==> config.mk <==
export PLATFORM = sky130hd
export DESIGN_NAME = game_core
export DESIGN_NICKNAME = d
export VERILOG_FILES = /design/src/game_pkg.sv /design/src/geom_pkg.sv /design/src/field_if.sv /design/src/game_core.sv /design/src/game_fsm.sv /design/src/hit_detector.sv /design/src/object_field.sv /design/src/player_mover.sv
export SDC_FILE = /design/constraint.sdc
export NUM_CORES = 2
export LEC_CHECK = 0
export ABC_AREA = 1
export BUFFER_PORTS_ARGS = -buffer_cell sky130_fd_sc_hd__buf_2
export CORE_ASPECT_RATIO = 0.8
export CORE_MARGIN = 5
export CORE_UTILIZATION = 25
export DETAILED_ROUTE_END_ITERATION = 10
export GPL_TIMING_DRIVEN = 0
export PLACE_DENSITY_LB_ADDON = 0.15
export SKIP_LAST_GASP = 1
export SLEW_MARGIN = 40
export SYNTH_ARGS = -nofsm -noshare
export SYNTH_HDL_FRONTEND = slang
export SYNTH_SLANG_ARGS = --single-unit
==> constraint.sdc <==
create_clock -name slower_clk -period 11.9 [get_ports slower_clk]
set_input_delay 2.38 -clock slower_clk [delete_from_list [all_inputs] [get_ports slower_clk]]
set_output_delay 2.38 -clock slower_clk [all_outputs]
set_load 0.05 [all_outputs]
==> src/game_pkg.sv <==
package game_pkg;

  // Two-bit game state encoding
  typedef enum logic [1:0] {
    state_idle = 2'b00,
    state_play = 2'b01,
    state_lose = 2'b10,
    state_win  = 2'b11
  } game_state_t;

  // Goodie count wide enough for the full table
  typedef logic [3:0] score_t;

  // Goodies needed to win when the top level is not overridden
  localparam int default_win_score = 9;

endpackage

==> src/geom_pkg.sv <==
package geom_pkg;

  typedef logic [10:0] coord_x_t;
  typedef logic [9:0]  coord_y_t;

  // Rightmost column where objects re-enter
  localparam coord_x_t screen_width = 11'd1279;

  //////////////////////////////////////////////////
  // Player box and its limits
  //////////////////////////////////////////////////
  localparam int player_min_x = 10;
  localparam int player_max_x = 400;
  localparam int player_min_y = 10;
  localparam int player_max_y = 757;
  localparam int player_step  = 4;

  localparam coord_x_t player_start_x = 11'd100;
  localparam coord_y_t player_start_y = 10'd110;

  localparam int player_w = 47;
  localparam int player_h = 32;

  //////////////////////////////////////////////////
  // Pipes and goodies
  //////////////////////////////////////////////////
  localparam int pipe_w   = 100;
  localparam int pipe_h   = 30;
  localparam int goodie_w = 20;
  localparam int goodie_h = 20;

  localparam int max_pipes   = 10;
  localparam int max_goodies = 9;

  // Some pipes start just past the right edge
  localparam coord_x_t pipe_start_x [max_pipes] = '{
    11'd400, 11'd450, 11'd500, 11'd650, 11'd800,
    11'd950, 11'd1100, 11'd1280, 11'd1200, 11'd1280
  };
  localparam coord_y_t pipe_start_y [max_pipes] = '{
    10'd200, 10'd300, 10'd400, 10'd520, 10'd620,
    10'd750, 10'd630, 10'd510, 10'd450, 10'd320
  };

  localparam coord_x_t goodie_start_x [max_goodies] = '{
    11'd350, 11'd450, 11'd550, 11'd650, 11'd750,
    11'd850, 11'd950, 11'd1050, 11'd1150
  };
  localparam coord_y_t goodie_start_y [max_goodies] = '{
    10'd200, 10'd300, 10'd400, 10'd380, 10'd560,
    10'd490, 10'd637, 10'd555, 10'd710
  };

endpackage

==> src/field_if.sv <==
`timescale 1ns/1ps

interface field_if #(
  parameter int n_pipes   = geom_pkg::max_pipes,
  parameter int n_goodies = geom_pkg::max_goodies
);
  import geom_pkg::*;

  // Obstacles
  coord_x_t pipe_x [n_pipes];
  coord_y_t pipe_y [n_pipes];

  // Collectables
  coord_x_t goodie_x [n_goodies];
  coord_y_t goodie_y [n_goodies];

  // Top-left corner of the player box
  coord_x_t player_x;
  coord_y_t player_y;

  modport mover (output player_x, player_y);
  modport field (output pipe_x, pipe_y, goodie_x, goodie_y);
  modport detect (input pipe_x, pipe_y, goodie_x, goodie_y, player_x, player_y);

endinterface

==> src/game_core.sv <==
`timescale 1ns/1ps

module game_core #(
  parameter int n_pipes     = geom_pkg::max_pipes,
  parameter int n_goodies   = geom_pkg::max_goodies,
  parameter int move_period = 1000,
  parameter int win_score   = game_pkg::default_win_score
) (
  input  logic                  slower_clk,
  input  logic                  reset,
  input  logic                  btn_up,
  input  logic                  btn_down,
  input  logic                  btn_left,
  input  logic                  btn_right,
  input  logic                  start,
  output geom_pkg::coord_x_t    player_x,
  output geom_pkg::coord_y_t    player_y,
  output game_pkg::score_t      score,
  output logic                  collided,
  output game_pkg::game_state_t state
);

  logic play;
  logic initialize;

  // Positions shared by the movers and the detector
  field_if #(.n_pipes(n_pipes), .n_goodies(n_goodies)) fld ();

  player_mover u_player_mover (
    .slower_clk, .reset, .play, .initialize,
    .btn_up, .btn_down, .btn_left, .btn_right,
    .fld (fld.mover)
  );

  object_field #(
    .n_pipes(n_pipes), .n_goodies(n_goodies), .move_period(move_period)
  ) u_object_field (
    .slower_clk, .reset, .play, .initialize,
    .fld (fld.field)
  );

  hit_detector #(.n_pipes(n_pipes), .n_goodies(n_goodies)) u_hit_detector (
    .slower_clk, .reset, .play, .initialize,
    .fld (fld.detect),
    .collided, .score
  );

  game_fsm #(.win_score(win_score)) u_game_fsm (
    .slower_clk, .reset, .start, .collided, .score,
    .state, .play, .initialize
  );

  assign player_x = fld.player_x;
  assign player_y = fld.player_y;

endmodule

==> src/game_fsm.sv <==
`timescale 1ns/1ps

module game_fsm #(
  parameter int win_score = game_pkg::default_win_score
) (
  input  logic                  slower_clk,
  input  logic                  reset,
  input  logic                  start,
  input  logic                  collided,
  input  game_pkg::score_t      score,
  output game_pkg::game_state_t state,
  output logic                  play,
  output logic                  initialize
);
  import game_pkg::*;

  game_state_t next_state;

  //////////////////////////////////////////////////
  // Transitions
  //////////////////////////////////////////////////
  always_comb begin
    next_state = state;
    case (state)
      state_idle: begin
        if (start) begin
          next_state = state_play;
        end
      end
      // Collision beats a win seen in the same cycle
      state_play: begin
        if (collided) begin
          next_state = state_lose;
        end else if (score >= score_t'(win_score)) begin
          next_state = state_win;
        end else if (!start) begin
          next_state = state_idle;
        end
      end
      state_win, state_lose: begin
        if (!start) begin
          next_state = state_idle;
        end
      end
      default: next_state = state_idle;
    endcase
  end

  always_ff @(posedge slower_clk) begin
    if (reset) begin
      state <= state_idle;
    end else begin
      state <= next_state;
    end
  end

  // Idle doubles as the reload phase
  assign play       = (state == state_play);
  assign initialize = (state == state_idle);

endmodule

==> src/hit_detector.sv <==
`timescale 1ns/1ps

module hit_detector #(
  parameter int n_pipes   = geom_pkg::max_pipes,
  parameter int n_goodies = geom_pkg::max_goodies
) (
  input  logic             slower_clk,
  input  logic             reset,
  input  logic             play,
  input  logic             initialize,
  field_if.detect          fld,
  output logic             collided,
  output game_pkg::score_t score
);
  import geom_pkg::*;
  import game_pkg::*;

  logic                 pipe_hit;
  logic [n_goodies-1:0] taken;
  logic [n_goodies-1:0] new_take;
  score_t               take_cnt;

  // Boxes that only touch do not count
  function automatic logic boxes_overlap(
    coord_x_t ax, coord_y_t ay, int aw, int ah,
    coord_x_t bx, coord_y_t by, int bw, int bh
  );
    return (int'(ax) < int'(bx) + bw) && (int'(bx) < int'(ax) + aw) &&
           (int'(ay) < int'(by) + bh) && (int'(by) < int'(ay) + ah);
  endfunction

  //////////////////////////////////////////////////
  // Overlap tests on registered positions
  //////////////////////////////////////////////////
  always_comb begin
    pipe_hit = 1'b0;
    for (int i = 0; i < n_pipes; i++) begin
      if (boxes_overlap(fld.player_x, fld.player_y, player_w, player_h,
                        fld.pipe_x[i], fld.pipe_y[i], pipe_w, pipe_h)) begin
        pipe_hit = 1'b1;
      end
    end
  end

  // Only goodies not yet taken can score
  always_comb begin
    take_cnt = '0;
    for (int j = 0; j < n_goodies; j++) begin
      new_take[j] = !taken[j] &&
                    boxes_overlap(fld.player_x, fld.player_y, player_w, player_h,
                                  fld.goodie_x[j], fld.goodie_y[j], goodie_w, goodie_h);
      take_cnt = take_cnt + score_t'(new_take[j]);
    end
  end

  always_ff @(posedge slower_clk) begin
    if (reset || initialize) begin
      collided <= 1'b0;
      taken    <= '0;
      score    <= '0;
    end else if (play) begin
      if (pipe_hit) begin
        collided <= 1'b1;
      end
      taken <= taken | new_take;
      score <= score + take_cnt;
    end
  end

endmodule

==> src/object_field.sv <==
`timescale 1ns/1ps

module object_field #(
  parameter int n_pipes     = geom_pkg::max_pipes,
  parameter int n_goodies   = geom_pkg::max_goodies,
  parameter int move_period = 1000
) (
  input  logic   slower_clk,
  input  logic   reset,
  input  logic   play,
  input  logic   initialize,
  field_if.field fld
);
  import geom_pkg::*;

  // Pipes first, then goodies, in one set of objects
  localparam int n_obj = n_pipes + n_goodies;
  // Slowest pipe sets the counter width
  localparam int cnt_w = $clog2(move_period * n_pipes + 1);

  logic [cnt_w-1:0] rate_cnt [n_obj];
  coord_x_t         obj_x    [n_obj];

  //////////////////////////////////////////////////
  // Per-object constants
  //////////////////////////////////////////////////

  // Pipe i is (i+1) times slower than a goodie
  function automatic int period_of(int k);
    if (k < n_pipes) begin
      return move_period * (k + 1);
    end
    return move_period;
  endfunction

  function automatic coord_x_t start_x_of(int k);
    if (k < n_pipes) begin
      return pipe_start_x[k];
    end
    return goodie_start_x[k - n_pipes];
  endfunction

  function automatic coord_y_t start_y_of(int k);
    if (k < n_pipes) begin
      return pipe_start_y[k];
    end
    return goodie_start_y[k - n_pipes];
  endfunction

  //////////////////////////////////////////////////
  // Leftward drift with wrap
  //////////////////////////////////////////////////
  always_ff @(posedge slower_clk) begin
    for (int k = 0; k < n_obj; k++) begin
      if (reset || initialize) begin
        rate_cnt[k] <= '0;
        obj_x[k]    <= start_x_of(k);
      end else if (play) begin
        if (rate_cnt[k] == cnt_w'(period_of(k) - 1)) begin
          rate_cnt[k] <= '0;
          obj_x[k]    <= (obj_x[k] == '0) ? screen_width : obj_x[k] - 1'b1;
        end else begin
          rate_cnt[k] <= rate_cnt[k] + 1'b1;
        end
      end
    end
  end

  // Only columns are registered since rows never change
  always_comb begin
    for (int i = 0; i < n_pipes; i++) begin
      fld.pipe_x[i] = obj_x[i];
      fld.pipe_y[i] = start_y_of(i);
    end
    for (int j = 0; j < n_goodies; j++) begin
      fld.goodie_x[j] = obj_x[n_pipes + j];
      fld.goodie_y[j] = start_y_of(n_pipes + j);
    end
  end

endmodule

==> src/player_mover.sv <==
`timescale 1ns/1ps

module player_mover (
  input  logic   slower_clk,
  input  logic   reset,
  input  logic   play,
  input  logic   initialize,
  input  logic   btn_up,
  input  logic   btn_down,
  input  logic   btn_left,
  input  logic   btn_right,
  field_if.mover fld
);
  import geom_pkg::*;

  coord_x_t next_x;
  coord_y_t next_y;

  // One button wins, then the bounds decide if it moves at all
  always_comb begin
    next_x = fld.player_x;
    next_y = fld.player_y;
    if (btn_up) begin
      if (int'(fld.player_y) - player_step >= player_min_y) begin
        next_y = fld.player_y - coord_y_t'(player_step);
      end
    end else if (btn_down) begin
      if (int'(fld.player_y) + player_step <= player_max_y) begin
        next_y = fld.player_y + coord_y_t'(player_step);
      end
    end else if (btn_left) begin
      if (int'(fld.player_x) - player_step >= player_min_x) begin
        next_x = fld.player_x - coord_x_t'(player_step);
      end
    end else if (btn_right) begin
      if (int'(fld.player_x) + player_step <= player_max_x) begin
        next_x = fld.player_x + coord_x_t'(player_step);
      end
    end
  end

  always_ff @(posedge slower_clk) begin
    if (reset || initialize) begin
      fld.player_x <= player_start_x;
      fld.player_y <= player_start_y;
    end else if (play) begin
      fld.player_x <= next_x;
      fld.player_y <= next_y;
    end
  end

endmodule

==> run summary <==
========================================================================================
Run status                                                                  complete, no violations
Peak per-stage delay on the critical path                                        0.54 ns
Classification of the worst-slack hold path                                 flip-flop to flip-flop
Unique masters post-synth                                                             62
HPWL after detailed placement                                               83720 microns
Detailed-routing wirelength on met1                                         60920 microns
Fraction of registers with async set/reset                                            0%
Wire length on met2                                                         45700 microns
Worst path required time                                                        12.45 ns
Number of warnings issued by yosys                                                     0
Remaining DRCs                                                                         0
Cell count after synthesis                                                          4775
Share of layout cells above drive strength 1                                      5.478%
Worst setup endpoint                                                        u_hit_detector.score[3]
Category of cells accounting for the largest share of critical-path delay    adder cells
Via count normalized by instance count                                             4.580
Unrepaired setup endpoints after global routing                                    false
Max IR drop VDD                                                              0.0001077 V
Worst Setup SP                                                              u_player_mover.fld.player_x[3]
R2R depth                                                                             30
Number of setup violations in the final report                                         0
Launching element type of the critical path                                    flip-flop
Number of nets in the layout                                                        5288
Gr ovfl total                                                                          0
Cell depth of the worst hold path                                                      2
Wire length on met3                                                         5744 microns
Reg-to-reg setup timing slack                                                    5.28 ns
Syn_area_per_cell                                                            8.031 sq um
Worst-case setup margin in the final layout                                     5.279 ns
Fraction of the yosys area taken by sequential cells                              38.92%
Path type of the worst setup path                                           flip-flop to flip-flop
Maximum buffer depth of the clock tree                                                 3
Number of hold buffers added after CTS                                                 0
Final number of hold-violating endpoints                                               0
Post-route clock skew                                                         0.01973 ns
Worst-margin pin slew                                                          0.8371 ns
Number of pins with negative max-slew slack in the final report                        0
Clk Latency, worst-skew pair                                                     0.67 ns
Mapped cell area                                                             38350 sq um
Width of the chip                                                           447.9 microns
Worst Path Max Fanout                                                                 17
Critical-path top delay cell                                                sky130_fd_sc_hd__dfxtp_4
Weighted congestion at the end of routability-driven global placement             0.8296
Root buffer cell                                                            sky130_fd_sc_hd__clkbuf_16
Maximum number of pins on one net before global-route repair                          41
Top_reg_cell synth                                                          sky130_fd_sc_hd__edfxtp_1
CTS tree                                                                           built
Leading cell types in the layout, fill and taps excluded                    sky130_fd_sc_hd__nand2_1 (862), sky130_fd_sc_hd__inv_1 (715), sky130_fd_sc_hd__nor2_1 (565)
Number of synthesized register bits                                                  508
Number of H-tree levels                                                                2
Quantity of gates resized following cts                                                0
Post-detailed-route count of antenna-violating nets                                    0
GRT Util Overall                                                                  13.85%
Top-level I/O count                                                                   35
Combined buffer and inverter count along the critical path                             7
Crit path time final                                                            6.621 ns
Total power divided by cell area                                            101.9 nW/um^2
CTS buffer count                                                                      61
Arrival time worst endpoint                                                      7.17 ns
Total core area                                                             152300 sq um
Uppermost signal routing layer after detailed routing                               met4
Fin Hold WS                                                                    0.4492 ns
Clock slew at reported path FFs                                                  0.06 ns
Reg-to-reg endpoint                                                         u_hit_detector.score[3]
Start of the worst register-to-register path                                u_player_mover.fld.player_x[3]
Kind of end point of the critical path                                         flip-flop
Via count                                                                          31891
Number of global-route vias before repair                                          29984
Count of flip-flops with a built-in enable after synthesis                           475
Iter 0 DRT Violations                                                               2304
Number of cells on the critical path                                                  30
Max-slew headroom                                                                 43.99%
Most frequent standard cell in the layout excluding fill and tap cells      sky130_fd_sc_hd__nand2_1
Synth-to-Final Area Change                                                        13.70%
Global-route wire length before repair                                      176500 microns
Most common cell on crit path                                               sky130_fd_sc_hd__inv_1
Post-CTS Setup Repair Bufs                                                             0
Detailed Routing Iterations Pass 1                                                     5
Height of the chip                                                          360.3 microns
Leak Pwr                                                                        18.02 nW
Quantity of I/O buffers inserted on ports                                             30
Final Cycle Share                                                                 55.64%
DRT Wirelength                                                              114400 microns
Initial antenna violation count                                                        4
Clock sink count                                                                     508
Worst-case setup slack after placement                                          5.327 ns
Total Die Area                                                              161400 sq um
Starting Density                                                                  25.18%
Average wire length per cell after detail routing                           16.43 microns
Number of rows in the core area                                                      128
Timing-limited maximum frequency                                              0.1510 GHz
Max_cap viols                                                                          0
========================================================================================
## flip-flops by register name, indices dropped and copies added (netlist names)
register / cells
u_object_field.obj_x: 209
u_game_fsm.state: 2
u_hit_detector.collided: 1
u_player_mover.fld.player_x: 9
u_hit_detector.taken: 9
u_object_field.rate_cnt: 266
u_player_mover.fld.player_y: 8
u_hit_detector.score: 4
## metrics by stage
| step | power, W | setup TNS [ns] | cell area (sq um) | utilization, % | instances |
|---|---|---|---|---|---|
| after detailed placement | 0.002588 | 0 | 41660 | 27.35 | 6851 |
| after global placement | 0.002595 | -957.45 | 41030 | 26.94 | 6822 |
| after global routing | 0.004671 | 0 | 43600 | 28.63 | 6963 |
| final | 0.004441 | 0 | 43600 | 28.63 | 6963 |
| after floorplan | 0.002449 | 0 | 38360 | - | 4777 |
| after CTS | 0.004536 | 0 | 43600 | 28.63 | 6962 |
## worst reg2reg max path: cells and delay by family (launching register included)
kind	cells	cell delay [ns]
simple gates	9	1.22
buf+inv	7	0.89
fa+ha+maj	7	2.69
compound gates	6	0.70
xor+xnor	1	0.45
flops	1	0.54
## cell type report
type / instances / area [sq um]
Sequential cell: 508 / 14960
Fill cell: 16347 / 108700
Antenna cell: 1 / 2.502
Multi-Input combinational cell: 3475 / 20400
Tap cell: 2015 / 2521
Timing Repair Buffer: 59 / 655.6
Buffer: 71 / 404.1
Clock inverter: 38 / 352.8
Clock buffer: 73 / 1593
Inverter: 723 / 2716
## worst min path at each step
stage	startpoint	to	slack, ns
6_report	u_hit_detector.taken[7]	u_hit_detector.taken[7]	0.45
3_5_place_dp	u_hit_detector.taken[7]	u_hit_detector.taken[7]	0.44
3_3_place_gp	u_hit_detector.taken[1]	u_hit_detector.taken[1]	0.44
4_1_cts	u_hit_detector.taken[7]	u_hit_detector.taken[7]	0.45
5_1_grt	u_hit_detector.taken[5]	u_hit_detector.taken[5]	0.48
2_1_floorplan	u_hit_detector.taken[8]	u_hit_detector.taken[8]	0.43
## Yosys cell counts, types with 19 or more instances
library cell / count / area, sq um
sky130_fd_sc_hd__xnor2_1: 34 / 297.8
sky130_fd_sc_hd__nand2_1: 864 / 3243
sky130_fd_sc_hd__ha_1: 375 / 4692
sky130_fd_sc_hd__nor2_1: 565 / 2121
sky130_fd_sc_hd__a31oi_1: 48 / 300.3
sky130_fd_sc_hd__a21oi_1: 357 / 1787
sky130_fd_sc_hd__nor3_1: 115 / 575.6
sky130_fd_sc_hd__nor3b_1: 87 / 653.1
sky130_fd_sc_hd__dfxtp_1: 33 / 660.6
sky130_fd_sc_hd__clkbuf_1: 38 / 142.6
sky130_fd_sc_hd__xor2_1: 175 / 1533
sky130_fd_sc_hd__edfxtp_1: 475 / 14260
sky130_fd_sc_hd__nand4_1: 78 / 488.0
sky130_fd_sc_hd__o21bai_1: 19 / 142.6
sky130_fd_sc_hd__nor4_1: 48 / 300.3
sky130_fd_sc_hd__inv_1: 715 / 2684
sky130_fd_sc_hd__o21a_1: 20 / 150.1
sky130_fd_sc_hd__o21ai_0: 195 / 975.9
sky130_fd_sc_hd__o211ai_1: 29 / 217.7
sky130_fd_sc_hd__or2_2: 19 / 118.9
sky130_fd_sc_hd__nand3_1: 293 / 1466
## where the power goes
part / total [W] / internal (W) / switching, W
Clock: 0.00189 / 0.00106 / 0.000835
Sequential: 0.00212 / 0.00204 / 0.0000825
Combinational: 0.000430 / 0.000145 / 0.000285
## layer usage
layer | vias to the layer above | global-route usage (%)
met3 | 118 | 2.247
met1 | 14744 | 21.50
met4 | 0 | 2.750
li1 | 16451 | -
met5 | - | 0
met2 | 578 | 20.04
## logic make-up (layout without fill, tap and decap cells)
kind of cell | Yosys count | in the layout | share of synthesized area [%]
and+or+nand+nor | 2126 | 2126 | 24.50
buffers and inverters | 794 | 964 | 8.111
AOI/OAI and AO/OA | 754 | 754 | 11.08
DFF | 508 | 508 | 38.92
adders and majority gates | 382 | 382 | 12.60
xor gates and xnor gates | 209 | 209 | 4.773
other | 2 | 5 | 0.01958
Note: power is estimated with default switching activity, not from simulation.
